### config.mk
export PLATFORM = sky130hd
export DESIGN_NAME = periph_top
export DESIGN_NICKNAME = d
export VERILOG_FILES = /design/src/hdl/dbus_pkg.sv /design/src/hdl/clint_pkg.sv /design/src/hdl/dbus_if.sv /design/src/hdl/dbus_decoder.sv /design/src/hdl/clint.sv /design/src/hdl/gpio.sv /design/src/hdl/periph_top.sv
export SDC_FILE = /design/constraint.sdc
export NUM_CORES = 1
export LEC_CHECK = 0
export ABC_CLOCK_PERIOD_IN_PS = 3300
export BUFFER_PORTS_ARGS = -buffer_cell sky130_fd_sc_hd__buf_4
export CAP_MARGIN = 20
export CORE_UTILIZATION = 60
export DETAILED_ROUTE_END_ITERATION = 10
export PLACE_DENSITY = 0.81
export SLEW_MARGIN = 30
export SYNTH_ARGS = -nofsm -noshare
export SYNTH_HDL_FRONTEND = slang
export SYNTH_SLANG_ARGS = --single-unit
export TNS_END_PERCENT = 100
### constraint.sdc
create_clock -name clk -period 3.3 [get_ports clk]
set_input_delay 0.99 -clock clk [delete_from_list [all_inputs] [get_ports clk]]
set_output_delay 0.99 -clock clk [all_outputs]
set_load 0.01 [all_outputs]
### src/hdl/dbus_pkg.sv
package dbus_pkg;

    // ------------------------------
    // Bus widths
    // ------------------------------
    localparam int XLEN        = 32;
    localparam int DBUS_ADDR_W = 32;

    // ------------------------------
    // Peripheral windows
    // ------------------------------
    // Offset bits inside one window, upper bits select the peripheral
    localparam int PERI_WIN_W = 16;

    localparam logic [DBUS_ADDR_W-1:0] CLINT_BASE = 32'h0200_0000;
    localparam logic [DBUS_ADDR_W-1:0] GPIO_BASE  = 32'h0300_0000;

    // Gpio register map, byte offsets in the gpio window
    localparam logic [PERI_WIN_W-1:0] GPIO_OUT_R = 16'h0000;
    localparam logic [PERI_WIN_W-1:0] GPIO_IN_R  = 16'h0004;

    // Number of gpio pins
    localparam int GPIO_W = 8;

endpackage

### src/hdl/clint_pkg.sv
package clint_pkg;

    // Offset width used inside the clint window
    localparam int CLINT_OFS_W = 16;

    // Full width of mtime and mtimecmp
    localparam int MTIME_W = 64;

    // Clint register map, byte offsets
    typedef enum logic [CLINT_OFS_W-1:0] {
        // Software interrupt pending
        MSIP_R          = 16'h0000,
        // Timer compare halves
        MTIMECMP_LOW_R  = 16'h4000,
        MTIMECMP_HIGH_R = 16'h4004,
        // Free-running timer halves
        MTIME_LOW_R     = 16'hBFF8,
        MTIME_HIGH_R    = 16'hBFFC
    } clint_reg_e;

endpackage

### src/hdl/dbus_if.sv
`timescale 1ns/1ps

interface dbus_if;
    import dbus_pkg::*;

    // Request, driven by the master
    logic [DBUS_ADDR_W-1:0] addr;
    logic [XLEN-1:0]        w_data;
    logic                   w_en;
    logic                   cyc;

    // Response, driven by the slave
    logic [XLEN-1:0]        r_data;
    logic                   ack;

    modport master (
        output addr, w_data, w_en, cyc,
        input  r_data, ack
    );

    // Mirror of master
    modport slave (
        input  addr, w_data, w_en, cyc,
        output r_data, ack
    );

endinterface

### src/hdl/dbus_decoder.sv
`timescale 1ns/1ps

module dbus_decoder (
    input  logic   clk,
    input  logic   rst_n,
    dbus_if.slave  host,
    dbus_if.master clint_bus,
    dbus_if.master gpio_bus
);
    import dbus_pkg::*;

    logic sel_clint;
    logic sel_gpio;
    logic sel_none;
    logic none_rd_ack_ff;

    // ------------------------------
    // Address decode
    // ------------------------------
    assign sel_clint = (host.addr[DBUS_ADDR_W-1:PERI_WIN_W] ==
                        CLINT_BASE[DBUS_ADDR_W-1:PERI_WIN_W]);
    assign sel_gpio  = (host.addr[DBUS_ADDR_W-1:PERI_WIN_W] ==
                        GPIO_BASE[DBUS_ADDR_W-1:PERI_WIN_W]);
    assign sel_none  = ~sel_clint & ~sel_gpio;

    // Request fans out to both, only cyc is steered
    assign clint_bus.addr   = host.addr;
    assign clint_bus.w_data = host.w_data;
    assign clint_bus.w_en   = host.w_en;
    assign clint_bus.cyc    = host.cyc & sel_clint;

    assign gpio_bus.addr    = host.addr;
    assign gpio_bus.w_data  = host.w_data;
    assign gpio_bus.w_en    = host.w_en;
    assign gpio_bus.cyc     = host.cyc & sel_gpio;

    // Unmapped reads, one-cycle registered ack like a real slave
    always_ff @(posedge clk or negedge rst_n) begin
        if (!rst_n) begin
            none_rd_ack_ff <= 1'b0;
        end else begin
            none_rd_ack_ff <= sel_none & host.cyc & ~host.w_en & ~none_rd_ack_ff;
        end
    end

    // ------------------------------
    // Response mux
    // ------------------------------
    always_comb begin
        host.ack    = 1'b0;
        host.r_data = '0;
        if (sel_clint) begin
            host.ack    = clint_bus.ack;
            host.r_data = clint_bus.r_data;
        end else if (sel_gpio) begin
            host.ack    = gpio_bus.ack;
            host.r_data = gpio_bus.r_data;
        end else begin
            // Writes vanish, reads return zero
            host.ack    = (host.cyc & host.w_en) | none_rd_ack_ff;
        end
    end

    // Never two peripherals addressed together
    a_one_cyc: assert property (@(posedge clk) disable iff (!rst_n)
        $onehot0({clint_bus.cyc, gpio_bus.cyc}));

endmodule

### src/hdl/clint.sv
`timescale 1ns/1ps

module clint (
    input  logic  clk,
    input  logic  rst_n,
    dbus_if.slave bus,
    output logic  clint_timer_irq_o,
    output logic  clint_soft_irq_o
);
    import dbus_pkg::*;
    import clint_pkg::*;

    clint_reg_e         reg_sel;
    logic               wr_req;
    logic               rd_req;
    logic [XLEN-1:0]    rd_data;
    logic [XLEN-1:0]    rd_data_ff;
    logic               rd_ack_ff;

    logic               mtime_lo_wr;
    logic               mtime_hi_wr;
    logic               mtimecmp_lo_wr;
    logic               mtimecmp_hi_wr;
    logic               msip_wr;

    logic [MTIME_W-1:0] mtime_ff;
    logic [MTIME_W-1:0] mtime_next;
    logic [MTIME_W-1:0] mtimecmp_ff;
    logic               msip_ff;
    logic               timer_irq_ff;

    // ------------------------------
    // Bus request decode
    // ------------------------------
    assign reg_sel = clint_reg_e'(bus.addr[CLINT_OFS_W-1:0]);
    assign wr_req  = bus.cyc & bus.w_en;
    assign rd_req  = bus.cyc & ~bus.w_en;

    always_comb begin
        mtime_lo_wr    = 1'b0;
        mtime_hi_wr    = 1'b0;
        mtimecmp_lo_wr = 1'b0;
        mtimecmp_hi_wr = 1'b0;
        msip_wr        = 1'b0;
        if (wr_req) begin
            case (reg_sel)
                MTIME_LOW_R:     mtime_lo_wr    = 1'b1;
                MTIME_HIGH_R:    mtime_hi_wr    = 1'b1;
                MTIMECMP_LOW_R:  mtimecmp_lo_wr = 1'b1;
                MTIMECMP_HIGH_R: mtimecmp_hi_wr = 1'b1;
                MSIP_R:          msip_wr        = 1'b1;
                default:         ;
            endcase
        end
    end

    // Read mux, unknown offsets read zero
    always_comb begin
        case (reg_sel)
            MTIME_LOW_R:     rd_data = mtime_ff[XLEN-1:0];
            MTIME_HIGH_R:    rd_data = mtime_ff[MTIME_W-1:XLEN];
            MTIMECMP_LOW_R:  rd_data = mtimecmp_ff[XLEN-1:0];
            MTIMECMP_HIGH_R: rd_data = mtimecmp_ff[MTIME_W-1:XLEN];
            MSIP_R:          rd_data = XLEN'(msip_ff);
            default:         rd_data = '0;
        endcase
    end

    // ------------------------------
    // Timer and compare registers
    // ------------------------------
    // A half write freezes the other half for that cycle
    always_comb begin
        mtime_next = mtime_ff + 1'b1;
        if (mtime_lo_wr) begin
            mtime_next = {mtime_ff[MTIME_W-1:XLEN], bus.w_data};
        end else if (mtime_hi_wr) begin
            mtime_next = {bus.w_data, mtime_ff[XLEN-1:0]};
        end
    end

    always_ff @(posedge clk or negedge rst_n) begin
        if (!rst_n) begin
            mtime_ff     <= '0;
            // All ones keeps the timer irq off
            mtimecmp_ff  <= '1;
            msip_ff      <= 1'b0;
            timer_irq_ff <= 1'b0;
        end else begin
            mtime_ff <= mtime_next;
            if (mtimecmp_lo_wr) begin
                mtimecmp_ff[XLEN-1:0] <= bus.w_data;
            end
            if (mtimecmp_hi_wr) begin
                mtimecmp_ff[MTIME_W-1:XLEN] <= bus.w_data;
            end
            if (msip_wr) begin
                msip_ff <= bus.w_data[0];
            end
            timer_irq_ff <= (mtime_ff >= mtimecmp_ff);
        end
    end

    // ------------------------------
    // Bus response
    // ------------------------------
    // Read data held only in the ack cycle
    always_ff @(posedge clk or negedge rst_n) begin
        if (!rst_n) begin
            rd_ack_ff  <= 1'b0;
            rd_data_ff <= '0;
        end else begin
            rd_ack_ff  <= rd_req & ~rd_ack_ff;
            rd_data_ff <= (rd_req & ~rd_ack_ff) ? rd_data : '0;
        end
    end

    assign bus.ack    = wr_req | rd_ack_ff;
    assign bus.r_data = rd_data_ff;

    assign clint_timer_irq_o = timer_irq_ff;
    assign clint_soft_irq_o  = msip_ff;

    // Read ack as seen on the bus lasts one cycle
    a_rd_ack_single: assert property (@(posedge clk) disable iff (!rst_n)
        (bus.ack && !bus.w_en) |=> !(bus.ack && !bus.w_en));

    // Reset value of mtimecmp must hold the irq off
    a_irq_low_after_reset: assert property (@(posedge clk)
        $rose(rst_n) |=> !clint_timer_irq_o);

endmodule

### src/hdl/gpio.sv
`timescale 1ns/1ps

module gpio (
    input  logic                       clk,
    input  logic                       rst_n,
    dbus_if.slave                      bus,
    input  logic [dbus_pkg::GPIO_W-1:0] gpio_i,
    output logic [dbus_pkg::GPIO_W-1:0] gpio_o
);
    import dbus_pkg::*;

    logic [PERI_WIN_W-1:0] ofs;
    logic                  wr_req;
    logic                  rd_req;
    logic [GPIO_W-1:0]     out_ff;
    logic [GPIO_W-1:0]     sync1_ff;
    logic [GPIO_W-1:0]     sync2_ff;
    logic [XLEN-1:0]       rd_data;
    logic [XLEN-1:0]       rd_data_ff;
    logic                  rd_ack_ff;

    assign ofs    = bus.addr[PERI_WIN_W-1:0];
    assign wr_req = bus.cyc & bus.w_en;
    assign rd_req = bus.cyc & ~bus.w_en;

    // Output register and input synchronizer
    always_ff @(posedge clk or negedge rst_n) begin
        if (!rst_n) begin
            out_ff   <= '0;
            sync1_ff <= '0;
            sync2_ff <= '0;
        end else begin
            if (wr_req && ofs == GPIO_OUT_R) begin
                out_ff <= bus.w_data[GPIO_W-1:0];
            end
            sync1_ff <= gpio_i;
            sync2_ff <= sync1_ff;
        end
    end

    // Zero-extended register read
    always_comb begin
        rd_data = '0;
        if (ofs == GPIO_OUT_R) begin
            rd_data = XLEN'(out_ff);
        end else if (ofs == GPIO_IN_R) begin
            rd_data = XLEN'(sync2_ff);
        end
    end

    // Registered read, single-cycle ack
    always_ff @(posedge clk or negedge rst_n) begin
        if (!rst_n) begin
            rd_ack_ff  <= 1'b0;
            rd_data_ff <= '0;
        end else begin
            rd_ack_ff  <= rd_req & ~rd_ack_ff;
            rd_data_ff <= (rd_req & ~rd_ack_ff) ? rd_data : '0;
        end
    end

    assign bus.ack    = wr_req | rd_ack_ff;
    assign bus.r_data = rd_data_ff;
    assign gpio_o     = out_ff;

endmodule

### src/hdl/periph_top.sv
`timescale 1ns/1ps

module periph_top (
    input  logic                            clk,
    input  logic                            rst_n,

    // Data bus, single master
    input  logic [dbus_pkg::DBUS_ADDR_W-1:0] dbus_addr_i,
    input  logic [dbus_pkg::XLEN-1:0]        dbus_w_data_i,
    input  logic                            dbus_w_en_i,
    input  logic                            dbus_cyc_i,
    output logic [dbus_pkg::XLEN-1:0]        dbus_r_data_o,
    output logic                            dbus_ack_o,

    // Gpio pins
    input  logic [dbus_pkg::GPIO_W-1:0]      gpio_i,
    output logic [dbus_pkg::GPIO_W-1:0]      gpio_o,

    // Interrupt lines toward the core
    output logic                            clint_timer_irq_o,
    output logic                            clint_soft_irq_o
);

    dbus_if host_bus ();
    dbus_if clint_bus ();
    dbus_if gpio_bus ();

    // Plain ports onto the upstream channel
    assign host_bus.addr   = dbus_addr_i;
    assign host_bus.w_data = dbus_w_data_i;
    assign host_bus.w_en   = dbus_w_en_i;
    assign host_bus.cyc    = dbus_cyc_i;
    assign dbus_r_data_o   = host_bus.r_data;
    assign dbus_ack_o      = host_bus.ack;

    dbus_decoder i_dbus_decoder (
        .clk       (clk),
        .rst_n     (rst_n),
        .host      (host_bus.slave),
        .clint_bus (clint_bus.master),
        .gpio_bus  (gpio_bus.master)
    );

    clint i_clint (
        .clk               (clk),
        .rst_n             (rst_n),
        .bus               (clint_bus.slave),
        .clint_timer_irq_o (clint_timer_irq_o),
        .clint_soft_irq_o  (clint_soft_irq_o)
    );

    gpio i_gpio (
        .clk    (clk),
        .rst_n  (rst_n),
        .bus    (gpio_bus.slave),
        .gpio_i (gpio_i),
        .gpio_o (gpio_o)
    );

endmodule

**After elaboration in Yosys (flattened, before gate mapping)**

Index checks and enable logic that the tools add are counted.
Widths: inputs -> output; s select.

- Reductions and logical operators: 2
- Bitwise gates (word level): 22
- Add/subtract/negate cells: 1
- Equal/unequal tests: 8
- Mux-type cells: 21
- $lt $le $gt $ge: 1

Operators with widths:

| kind | count |
|---|---|
| $mux 32 | 5 |
| $pmux 32 s5 | 1 |
| $add 64x1->64 const B | 1 |
| $ge 64x64->1 | 1 |
| $mux 64 | 1 |
| $eq 16x10->1 const B | 2 |
| $eq 16x15->1 const B | 2 |
| $eq 16x16->1 const B | 2 |
| $eq 16x3->1 const B | 1 |
| $logic_not 16->1 | 1 |
| $mux 8 | 2 |
| $and 1x1->1 | 13 |
| $mux 1 | 12 |
| $not 1->1 | 6 |
| $or 1x1->1 | 3 |
| $ne 2x1->1 const B | 1 |
| $logic_and 1x1->1 | 1 |

- Input port bits: 76
- Register bits: 221
- Word-level logic and storage cells: 69
- Output and inout bits: 43

**Depth between registers and ports, before layout**

Gate-level depths: netlist of run 1.

- Depth in word-level cells: 6
- Mapped depth: 10
- Depth with buffers taken out: 9

**Hierarchy**

From an unflattened synthesis of run 1, not the netlist that was laid out.

- Cell total of the unflattened synthesis: 1380
- Area, all modules: 12851.1 µm²

By module, submodules not included:

| module | area an instance (µm²) | cells an instance | instances |
|---|---|---|---|
| clint | 9915.8 | 1070 | 1 |
| dbus_decoder | 1644.1 | 215 | 1 |
| gpio | 1291.2 | 95 | 1 |

**Worst setup path after synthesis of run 1**

Ideal clock, no wire load.

- Path type: input-to-output
- Start: input dbus_addr_i[29] in the netlist's numbering
- End: output dbus_ack_o
- Data required time: 2310 ps
- Stages: 7
- Data arrival time: 2240 ps
- Path slack: 70 ps
- Cell sequence: nor4_1 > and4_1 > buf_2 > clkbuf_1 > nand2_1 > o21ai_0 > nand2_1

- Longest elaborated chain between the ends: 6

Ends and longest elaborated chain:

| item | RTL line | source |
|---|---|---|
| from (decl) | periph_top.sv:8 | `input logic [dbus_pkg::DBUS_ADDR_W-1:0] dbus_addr_i,` |
| $eq 16x10->1 | dbus_decoder.sv:22 | `assign sel_gpio = (host.addr[DBUS_ADDR_W-1:PERI_WIN_W] ==` |
| $and 1x1->1 | dbus_decoder.sv:35 | `assign gpio_bus.cyc = host.cyc & sel_gpio;` |
| $and 1x1->1 | gpio.sv:23 | `assign wr_req = bus.cyc & bus.w_en;` |
| $or 1x1->1 | gpio.sv:62 | `assign bus.ack = wr_req \| rd_ack_ff;` |
| $mux 1 | dbus_decoder.sv:55 | `end else if (sel_gpio) begin` |
| $mux 1 (*) | dbus_decoder.sv:52 | `if (sel_clint) begin` |
| to (decl) | periph_top.sv:13 | `output logic dbus_ack_o,` |

Mark *: on every way between the ends. The rest lies on a longest branch, timed or not.

**Worst setup path after layout of run 1**

Same ends and word-level chain as after synthesis.

==> results by group, run 1 <==
Timing
  – Max Transition Viols Final: 0
  – Peak Freq: 308 MHz
  – Hold Fails Final Rpt: 0
  – Slew Limit Headroom: 56.9%
  – Measured slew at the worst slew-check pin: 0.644 ns
  – Setup TNS: 0 ns
  – Worst hold slack: ~0.35 ns
  – Min Tclk post-route: between 3 and 4 ns
  – Post-Route Skew: between 0.009 and 0.01 ns
  – # setup viols final: 0
  – Period utilization: 98.5%
  – Worst setup margin: 0.0492 ns

GRT
  – Grt ovf: 0
  – Gr usage total: 33.6%
  – Most used routing layer: met2
  – Largest net degree at the start of global routing: 82
  – Met2 GRT Util: between 50% and 60%
  – Initial antenna violation count: 0
  – Vias in the first global route: 9827
  – Met1 Track Usage GR: between 40% and 50%
  – Met3 Use GR: 6.49%
  – First-pass GRT wire length: a little over 50 mm

Detailed routing
  – Pre-antenna DRT Iters: 9
  – DR WL/cell: 20.7 um
  – WL final: between 30 and 40 mm
  – Vias: 9821
  – DRC Markers: 0
  – Via-to-Cell Ratio: between 6 and 7
  – ANT nets after route: 0
  – Starting DRT DRC Count: 1014

Floorplanning
  – Core area: 18100 sq um
  – I/O Pins: ~120
  – Initial core utilization: around three fifths
  – Die width: between 100 and 150 um
  – Die area: 19300 sq um
  – Row count: 49
  – Die Y: 139 um

Placement
  – HPWL Detailed: 22.4 mm
  – Final GP Congestion: between 0.9 and 1
  – Setup WS pre-CTS: -0.0204 ns
  – PortBufs: 118
  – Placed Cells: 1476

Clock network
  – Root buf cell: clkbuf_16
  – Num CTS Buffers: 17
  – Worst skew pair latency: 0.45 ns
  – Clock-pin transition on the worst setup and hold timing paths: 0.08 ns
  – CTS tree: yes
  – CTS max path bufs: 2
  – # H-tree levels: 4
  – Hold buffers post-CTS: 0
  – CTS Sinks: 197

Cells and area
  – Leading cell type in the layout, fill and taps excluded: buf_4
  – Share of cells above drive strength 1: 30.3%
  – Most frequent cells in the layout: buf_4 (159), nor2_1 (135), dfrtp_1 (133), mux2_2 (99), inv_1 (77)
  – Nets@finish: about 1400
  – Area Growth Syn to Fin: 18.3%
  – Final Non-Filler Cells: 1508
  – # diodes: 0
  – Fill count: 1298

Logic synthesis
  – Synth cell types: 59
  – Mapped Nets: roughly 1300
  – Post-Syn Area per Cell: 9.88 sq um
  – Post-synth top area cell: dfrtp_1
  – Mapped Cells: roughly 1100
  – EDFF count, synth: 0
  – Number of synthesis warnings: 0
  – Synth Cell Area: 11200 sq um
  – Synth Register Bits: 197
  – Register area share after synthesis: 44.5%
  – Ys async rst share: 100%
  – Yosys top cell area share: 29.6%
  – Synth area leaders: dfrtp_1 (30%), dfstp_2 (15%), mux2_2 (9.9%)
  – Synth Flop Type: dfrtp_1

Power
  – Leakage power: 5.81 nW
  – Max VDD drop: 341 uV
  – Pwr/cell area: 359 nW/um^2
  – Pwr Total: 4.78 mW

Worst setup path
  – Worst EP required: ~2.3 ns
  – CP endpoint kind: output pin
  – CP max FO: 23
  – Crit path launch type: primary input
  – Worst path arrival time: 2.26 ns
  – Crit Path Class: in2out

Min path
  – Tightest Hold Check Type: reg2reg

Flow run
  – Max-cap violations: 0

Outcome
  – Status: finished, final reports clean
==> registers in the layout, indices dropped and copies added, names as in the netlist <==
register and count:
i_clint.mtime_ff 64, i_gpio.bus.r_data 8, i_gpio.rd_ack_ff 1, i_dbus_decoder.none_rd_ack_ff 1, i_clint.rd_ack_ff 1, i_gpio.sync2_ff 8
i_clint.clint_timer_irq_o 1, i_gpio.sync1_ff 8, i_clint.mtimecmp_ff 64, i_clint.clint_soft_irq_o 1, i_clint.bus.r_data 32, i_gpio.gpio_o 8
==> kinds of logic (layout without fill, tap and decap cells) <==
family	Yosys count	count (layout)	share of synthesized area, %
XOR/XNOR	3	3	0.234
AND/OR/NAND/NOR	394	394	17.7
flip-flops	197	197	44.5
AO/OA/AOI/OAI	233	233	14.6
buffers and inverters	135	275	4.64
multiplexers	112	112	11.1
adder cells (fa/ha/maj)	65	65	7.23
==> synth_stat cells, types with 3 or more instances <==
library cell  instances
a21boi_0              3
and3_1               36
o32ai_1               8
o21a_1                5
mux2_2               99
a21oi_1              56
nand4_1              27
mux2i_1              13
nand2b_1              4
a211o_1               4
o21ai_0              33
nor2_1              136
o31ai_1               5
nand2_1              73
a222oi_1             32
inv_1                77
nor4_1               11
o22ai_1               6
clkbuf_1             44
nor4_2                3
a211oi_1             26
a221oi_1              4
o221a_2               6
dfstp_2              64
nand3_1              35
nand4_2               3
buf_2                12
or3_1                 3
dfrtp_1             133
a31oi_1               7
ha_1                 65
nor2b_1               3
a311oi_1              4
a21o_1               14
a22oi_1               8
nor3_1               27
and2_1                8
and4_1               10
nor4b_1               3
==> layout make-up <==
type	instances	area, sq um	share of cell area, %
clock buffer	17	425	3.20
timing repair buffer	166	1330	9.98
clock inverter	15	193	1.45
tap	229	287	2.15
inverter	77	289	2.17
sequential	197	5010	37.7
multi-input combinational	807	5770	43.4
==> critical path, stage by stage <==
cell	delay, ns
buf_4	0.11
nor4_2	0.35
and4_4	0.31
buf_12	0.16
nand2_1	0.05
o21ai_0	0.07
nand2_1	0.07
buf_4	0.15
==> final timing paths <==
path                                                       start                            endpoint  slack (ns)  cells past startpoint
min in group asynchronous                                  rst_n    i_clint.bus.r_data[21]$_DFF_PN0_        0.53                      1
max in group asynchronous                                  rst_n  i_clint.mtimecmp_ff[2]$_DFFE_PN1P_        1.94                      2
worst max-delay path                             dbus_addr_i[29]                          dbus_ack_o        0.05                      8
worst min register to register      i_gpio.sync1_ff[5]$_DFF_PN0_        i_gpio.sync2_ff[5]$_DFF_PN0_        0.35                      0
worst max register to register  i_clint.mtime_ff[11]$_DFFE_PN0P_    i_clint.mtime_ff[51]$_DFFE_PN0N_        0.40                      7
worst min-delay path                i_gpio.sync1_ff[5]$_DFF_PN0_        i_gpio.sync2_ff[5]$_DFF_PN0_        0.35                      0
==> stage by stage <==
step	utilization [%]	cell area [sq um]
after CTS	73.1	13300
after detailed placement	69.7	12600
after global placement	69.7	12600
after global routing	73.3	13300
final	73.3	13300
after floorplan	-	11200
==> repair_timing <==
item,in CTS,in global routing
setup endpoints to repair,5,25
buffers inserted,0,0
gates resized for setup,2,5
cloned,0,0
pin swaps,0,0
==> per-layer routing <==
layer / wire [um] / up-vias
met4: 839 / 0
met2: 15000 / 494
met1: 13000 / 4779
li1: - / 4468
met5: 0 / -
met3: 2480 / 80
==> power breakdown <==
part	leakage, nW	switching (mW)	internal [mW]
logic	3.18	0.130	0.0932
registers	2.34	0.00320	2.43
clock network	0.296	1.08	1.04
(Power assumes the default switching activity.)
==> run 2, diff against run 1 <==
--- a/config.mk
+++ b/config.mk
@@ -5,6 +5,7 @@
 export SDC_FILE = /design/constraint.sdc
 export NUM_CORES = 1
 export LEC_CHECK = 0
+export ABC_AREA = 1
 export ABC_CLOCK_PERIOD_IN_PS = 3300
 export BUFFER_PORTS_ARGS = -buffer_cell sky130_fd_sc_hd__buf_4
 export CAP_MARGIN = 20
==> run 2 against run 1 <==
  * Critical path depth is 1 higher
  * Wire length is 35% higher
  * Critical endpoint is now dbus_r_data_o[6]
  * Total power is 1.7% higher
  * Clock power is 6% higher
  * Sequential cell count stayed put
  * Global-route usage is 7.0 points higher
  * Synthesized cell count is 54% higher
  * Clock-buffer cell count stayed put
==> results by group, run 2 <==
Worst setup path
  – Slowest cell on crit path: buf_4
  – Largest stage delay, worst path: 0.17 ns
  – Crit Path Class: in2out
  – Worst EP required: 2.31 ns
  – Cell mode on critical path: buf_4
  – Crit path launch type: primary input
  – Worst path arrival time: 2.16 ns
  – CP endpoint kind: output pin
  – CP max FO: 8
  – Crit path cell chain: buf_4, nor2_1, nand2_1, nor2_4, nand2_1, nor2_4, buf_4, a22o_1, buf_4

Logic synthesis
  – Register area share after synthesis: 39.9%
  – Synth area leaders: dfrtp_1 (27%), nand2_1 (14%), dfstp_2 (13%)
  – Synth Flop Type: dfrtp_1
  – Yosys top cell area share: about a quarter
  – Post-synth top area cell: dfrtp_1
  – Mapped Nets: 1893
  – Top-count cell post-synth: nand2_1
  – Post-Syn Area per Cell: 7.17 sq um
  – Synth Register Bits: 197
  – Synth Cell Area: 12600 sq um
  – Number of synthesis warnings: 0
  – Ys async rst share: between 90% and 100%
  – Mapped Cells: ~1800
  – EDFF count, synth: 0
  – Synth cell count leaders: nand2_1 (472), inv_1 (249), nor2_1 (241)
  – Synth cell types: 43

Floorplanning
  – Die area: 21500 sq um
  – Core area: a little over 20000 sq um
  – I/O Pins: 119
  – Initial core utilization: 61.7%
  – Die width: 147 um
  – Die Y: roughly 150 um
  – Row count: 52

Timing
  – RSZ-0062 raised after global routing: no
  – # setup viols final: 0
  – Peak Freq: approximately 320 MHz
  – Slew Limit Headroom: 33.4%
  – Period utilization: 95.5%
  – Max Transition Viols Final: 0
  – Post-Route Skew: 0.0175 ns
  – Worst setup margin: 0.148 ns
  – Measured slew at the worst slew-check pin: 0.989 ns
  – Hold Fails Final Rpt: 0
  – Min Tclk post-route: around 3.2 ns
  – Setup TNS: 0 ns
  – Worst hold slack: roughly 0.35 ns

Cells and area
  – Most frequent cells in the layout: nand2_1 (472), inv_1 (248), nor2_1 (240), buf_4 (145), dfrtp_1 (133)
  – Nets@finish: a little over 2000
  – # diodes: 0
  – Final Non-Filler Cells: 2157
  – Share of cells above drive strength 1: 15.8%
  – Area Growth Syn to Fin: 15.1%
  – Final Util: 70.9%
  – Leading cell type in the layout, fill and taps excluded: nand2_1

GRT
  – Vias in the first global route: between 10000 and 15000
  – Most used routing layer: met2
  – Initial antenna violation count: 1
  – Gr usage total: between 40% and 50%
  – Met3 Use GR: 9.50%
  – First-pass GRT wire length: 66.1 mm
  – Largest net degree at the start of global routing: 76
  – Met1 Track Usage GR: 54.4%
  – Met2 GRT Util: 63.0%
  – Grt ovf: 0

Clock network
  – Clock-pin transition on the worst setup and hold timing paths: 0.09 ns
  – CTS max path bufs: 2
  – Num CTS Buffers: 17
  – Hold buffers post-CTS: 0
  – Root buf cell: clkbuf_16
  – # H-tree levels: 4
  – Worst skew pair latency: 0.46 ns
  – CTS tree: yes
  – CTS Sinks: 197

Placement
  – HPWL Detailed: 32.3 mm
  – Final GP Congestion: 1.05
  – Placed Cells: 2125
  – Setup WS pre-CTS: 0.0512 ns
  – PortBufs: ~120

Flow run
  – Max-cap violations: 0

Detailed routing
  – ANT nets after route: 0
  – WL final: 42.3 mm
  – Pre-antenna DRT Iters: 6
  – Vias: 12500
  – DR WL/cell: 19.6 um
  – Via-to-Cell Ratio: around 5.8
  – DRC Markers: 0
  – Starting DRT DRC Count: 1327

Power
  – Seq pwr share: 50.0%
  – Net Sw Power: 1.29 mW
  – Leakage power: 6.25 nW
  – Sw Share: 26.5%
  – Pwr/cell area: around 340 nW/um^2
  – Gate power share: 3.9%
  – Clock Power Share: roughly 46%
  – Cell-internal power: 3.57 mW
  – Max VDD drop: 330 uV

Min path
  – Tightest Hold Check Type: reg2reg

Outcome
  – Status: finished, final reports clean
==> run 2: cell types whose count changed after synthesis, moves of 45 or more <==
cell,delta
nand2_1,+399
inv_1,+172
nor2_1,+105
mux2_2,-99
o21ai_0,+58
nand3_1,+47
o22ai_1,+45
==> run 2: logic make-up (layout without fill, tap and decap cells) <==
group                    Yosys count  count (layout)  share of synthesized area [%]
AND/OR/NAND/NOR                  895             895                           30.1
buffers and inverters            306             441                           9.78
AO/OA/AOI/OAI                    261             261                           11.8
flip-flops                       197             197                           39.9
adder cells (fa/ha/maj)           65              65                           6.48
XOR/XNOR                          28              28                           1.95
==> run 2: what timing repair did <==
item	CTS	global route
endpoints found under the setup margin	0	9
buffers inserted	0	0
gates resized for setup	0	3
==> run 2: final cells by class <==
cell class,count,area [sq um]
clock buffers,17,425
clock inverters,15,204
fillers,1705,5920
inverters,260,977
multi-input cells,1249,6330
flip-flops and latches,197,5010
well taps,270,338
repair buffers,149,1160
==> run 2: routing by layer <==
metal  routed length, um  vias up
li1                    -     5848
met1               17400     5853
met2               18700      696
met3                4370      147
met4                1820        2
met5                  12        -
==> run 2: worst paths after layout <==
path                       slack (ns)                       startpoint                                   to  cells after the start
setup / recovery                 0.15                  dbus_addr_i[19]                     dbus_r_data_o[6]                      9
hold / removal                   0.35     i_gpio.sync1_ff[4]$_DFF_PN0_         i_gpio.sync2_ff[4]$_DFF_PN0_                      0
setup reg to reg                 0.64  i_clint.mtime_ff[0]$_DFFE_PN0P_     i_clint.mtime_ff[40]$_DFFE_PN0N_                     11
hold reg to reg                  0.35     i_gpio.sync1_ff[4]$_DFF_PN0_         i_gpio.sync2_ff[4]$_DFF_PN0_                      0
max in group asynchronous        1.97                            rst_n  i_clint.mtimecmp_ff[62]$_DFFE_PN1P_                      2
min in group asynchronous        0.57                            rst_n     i_clint.mtime_ff[43]$_DFFE_PN0N_                      1
==> run 2: power groups by stage <==
stage | clock network [mW] | registers, mW | logic [mW]
global route | 2.33 | 2.43 | 0.209
finish | 2.24 | 2.43 | 0.188
floorplan | 0 | 2.47 | 0.0365
global placement | 0 | 2.47 | 0.184
CTS | 2.24 | 2.43 | 0.189
detailed placement | 0 | 2.47 | 0.188
==> run 2: worst max-delay path: cells and delay by family <==
kind	cells	cell delay, ns
buffers and inverters	3	0.40
and+or+nand+nor	5	0.59
AOI/OAI and AO/OA	1	0.16
==> run 2: metrics by stage <==
step	area, sq um	power [mW]
after floorplan	12600	2.51
after global placement	13800	2.66
after detailed placement	13800	2.66
after CTS	14400	4.86
after global routing	14400	4.97
final	14400	4.86
==> run 3, diff against run 2 <==
--- a/config.mk
+++ b/config.mk
@@ -6,12 +6,12 @@
 export NUM_CORES = 1
 export LEC_CHECK = 0
 export ABC_AREA = 1
-export ABC_CLOCK_PERIOD_IN_PS = 3300
+export ABC_CLOCK_PERIOD_IN_PS = 2710
 export BUFFER_PORTS_ARGS = -buffer_cell sky130_fd_sc_hd__buf_4
 export CAP_MARGIN = 20
-export CORE_UTILIZATION = 60
+export CORE_UTILIZATION = 44
 export DETAILED_ROUTE_END_ITERATION = 10
-export PLACE_DENSITY = 0.81
+export PLACE_DENSITY = 0.65
 export SLEW_MARGIN = 30
 export SYNTH_ARGS = -nofsm -noshare
 export SYNTH_HDL_FRONTEND = slang
==> constraint.sdc (replaced) <==
create_clock -name clk -period 2.71 [get_ports clk]
set_input_delay 0.813 -clock clk [delete_from_list [all_inputs] [get_ports clk]]
set_output_delay 0.813 -clock clk [all_outputs]
set_load 0.01 [all_outputs]
==> run 3 against run 2 <==
  * Hold slack worse by 0.012 ns
  * Sequential share of layout area down 1.4 points
  * Sequential cell count unchanged
  * The run now ends with negative setup slack left
  * Combinational power up 32%
  * Clock skew down 0.0013 ns
  * Final cell count up 7.0%
  * Global-route usage down 8.6 points
==> results by group, run 3 (synthesis gave the netlist of run 2 again) <==
Clock network
  – Root buf cell: clkbuf_16
  – Clock-pin transition on the worst setup and hold timing paths: 0.08 ns
  – # H-tree levels: 4
  – CTS tree: yes
  – CTS Sinks: a little under 200
  – CTS max path bufs: 2
  – Num CTS Buffers: 17
  – Worst skew pair latency: 0.48 ns

Worst setup path
  – Crit Path Class: in2out
  – Cell mode on critical path: nor2_4
  – Worst path arrival time: 1.90 ns
  – Crit path cell chain: buf_6, nor2_4, nand2_2, nor2_4, nand2_2, nor2_4, buf_2, a22o_1, buf_4
  – Worst EP required: 1.90 ns
  – Slowest cell on crit path: buf_2
  – CP max FO: 5
  – Largest stage delay, worst path: 0.18 ns
  – CP endpoint kind: output pin
  – Crit path launch type: primary input

Cells and area
  – Leading cell type in the layout, fill and taps excluded: nand2_1
  – # diodes: 0
  – Fin area: roughly 15000 sq um
  – Final Util: 53.9%
  – Share of cells above drive strength 1: 18.2%
  – Most frequent cells in the layout: nand2_1 (468), inv_1 (247), nor2_1 (235), buf_4 (171), dfrtp_1 (133)
  – Nets@finish: between 2000 and 2500
  – Area Growth Syn to Fin: 19.9%

Detailed routing
  – ANT nets after route: 0
  – DR WL/cell: roughly 20 um
  – Starting DRT DRC Count: between 1000 and 1500
  – DRC Markers: 0
  – Vias: 12200
  – Via-to-Cell Ratio: 5.30
  – WL final: 45.1 mm
  – Pre-antenna DRT Iters: 6

Power
  – Sw Share: roughly a quarter
  – Seq pwr share: 50.3%
  – Max VDD drop: 496 uV
  – Cell-internal power: 4.39 mW
  – Pwr/cell area: 391 nW/um^2
  – Gate power share: 4.2%
  – Net Sw Power: 1.49 mW
  – Clock Power Share: around 46%
  – Leakage power: 6.50 nW

Placement
  – PortBufs: 118
  – Post-DP Area: 14300 sq um
  – HPWL Detailed: 34.9 mm
  – Setup WS pre-CTS: -0.0371 ns
  – Final GP Congestion: between 0.9 and 1

GRT
  – Most used routing layer: met2
  – First-pass GRT wire length: around 70 mm
  – Vias in the first global route: 11800
  – Largest net degree at the start of global routing: 58
  – Met2 GRT Util: 49.8%
  – Gr usage total: 32.0%
  – Initial antenna violation count: 0
  – Met3 Use GR: under 10%
  – Grt ovf: 0
  – Met1 Track Usage GR: roughly 44%

Floorplanning
  – Die width: ~170 um
  – I/O Pins: 119
  – Die Y: 171 um
  – Core area: 27900 sq um
  – Die area: 29200 sq um
  – Row count: 61
  – Initial core utilization: 44.9%

Outcome
  – Status: finished, violations left
  – Failing checks: negative setup slack

Timing
  – Period utilization: 100%
  – RSZ-0062 raised after global routing: yes
  – Worst setup margin: -0.00633 ns
  – Max Transition Viols Final: 0
  – # setup viols final: 1
  – Slew Limit Headroom: around 57%
  – Min Tclk post-route: 2.72 ns
  – Post-Route Skew: roughly 0.016 ns
  – Setup TNS: -0.00633 ns
  – Measured slew at the worst slew-check pin: 0.648 ns
  – Hold Fails Final Rpt: 0
  – Worst hold slack: 0.342 ns
  – Peak Freq: roughly 370 MHz

Min path
  – Tightest Hold Check Type: in2async

Flow run
  – Max-cap violations: 0
run 3: changes by cell type in the layout (fill, tap and decap cells not counted), moves of 3 or more:
cell     delta
inv_12      -4
buf_4      +26
nor2_1      -5
buf_6       +9
buf_12      +7
nand2_2     +4
nand2_1     -4
nor2_4      +3
run 3: final timing paths:
path	end	slack, ns	cells past startpoint	start
setup / recovery	dbus_r_data_o[0]	-0.006	9	dbus_addr_i[16]
hold / removal	i_clint.bus.r_data[22]$_DFF_PN0_	0.34	1	rst_n
min in group clk	i_gpio.sync2_ff[4]$_DFF_PN0_	0.35	0	i_gpio.sync1_ff[4]$_DFF_PN0_
setup reg to reg	i_clint.mtime_ff[42]$_DFFE_PN0N_	0.14	10	i_clint.mtime_ff[1]$_DFFE_PN0P_
hold reg to reg	i_gpio.sync2_ff[4]$_DFF_PN0_	0.35	0	i_gpio.sync1_ff[4]$_DFF_PN0_
max in group asynchronous	i_clint.mtimecmp_ff[11]$_DFFE_PN1P_	1.67	2	rst_n
run 3: power groups by stage:
stage               registers [mW]  clock network (mW)  logic, mW
floorplan                     3.01                   0     0.0445
global placement              3.01                   0      0.238
detailed placement            3.01                   0      0.241
CTS                           2.96                2.72      0.244
global route                  2.96                2.82      0.277
finish                        2.96                2.68      0.249
run 3: routing by layer:
layer | up-vias | share of wire (%)
met2 | 450 | 44
met4 | 0 | 2.7
met1 | 5789 | 45
met5 | - | 0
met3 | 63 | 7.9
li1 | 5940 | -
run 3: layout make-up:
class                   instances  area (sq um)
flip-flops and latches        197          5010
inverters                     260           977
clock inverters                14           185
well taps                     378           473
clock buffers                  18           429
fillers                      2796         12900
repair buffers                192          1600
multi-input cells            1249          6370
run 3: per-stage QoR:
step,cells,total power [mW]
3_5_place_dp,2263,3.25
3_3_place_gp,2263,3.25
4_1_cts,2305,5.93
5_1_grt,2308,6.06
2_1_floorplan,1752,3.06
6_report,2308,5.88
run 3: repair_timing:
action                                  in CTS  in global routing
endpoints found under the setup margin       9                 41
hold buffers                                 0                  0
pin swaps                                    7                  8
setup buffers                               10                  2
cloned                                       0                  1
hold endpoints to repair                     0                  0
resized for setup                            7                 20
run 3: worst max-delay path, delay by kind of cell:
family	cells	cell delay, ns
and+or+nand+nor	5	0.53
AOI/OAI and AO/OA	1	0.15
buffers and inverters	3	0.39
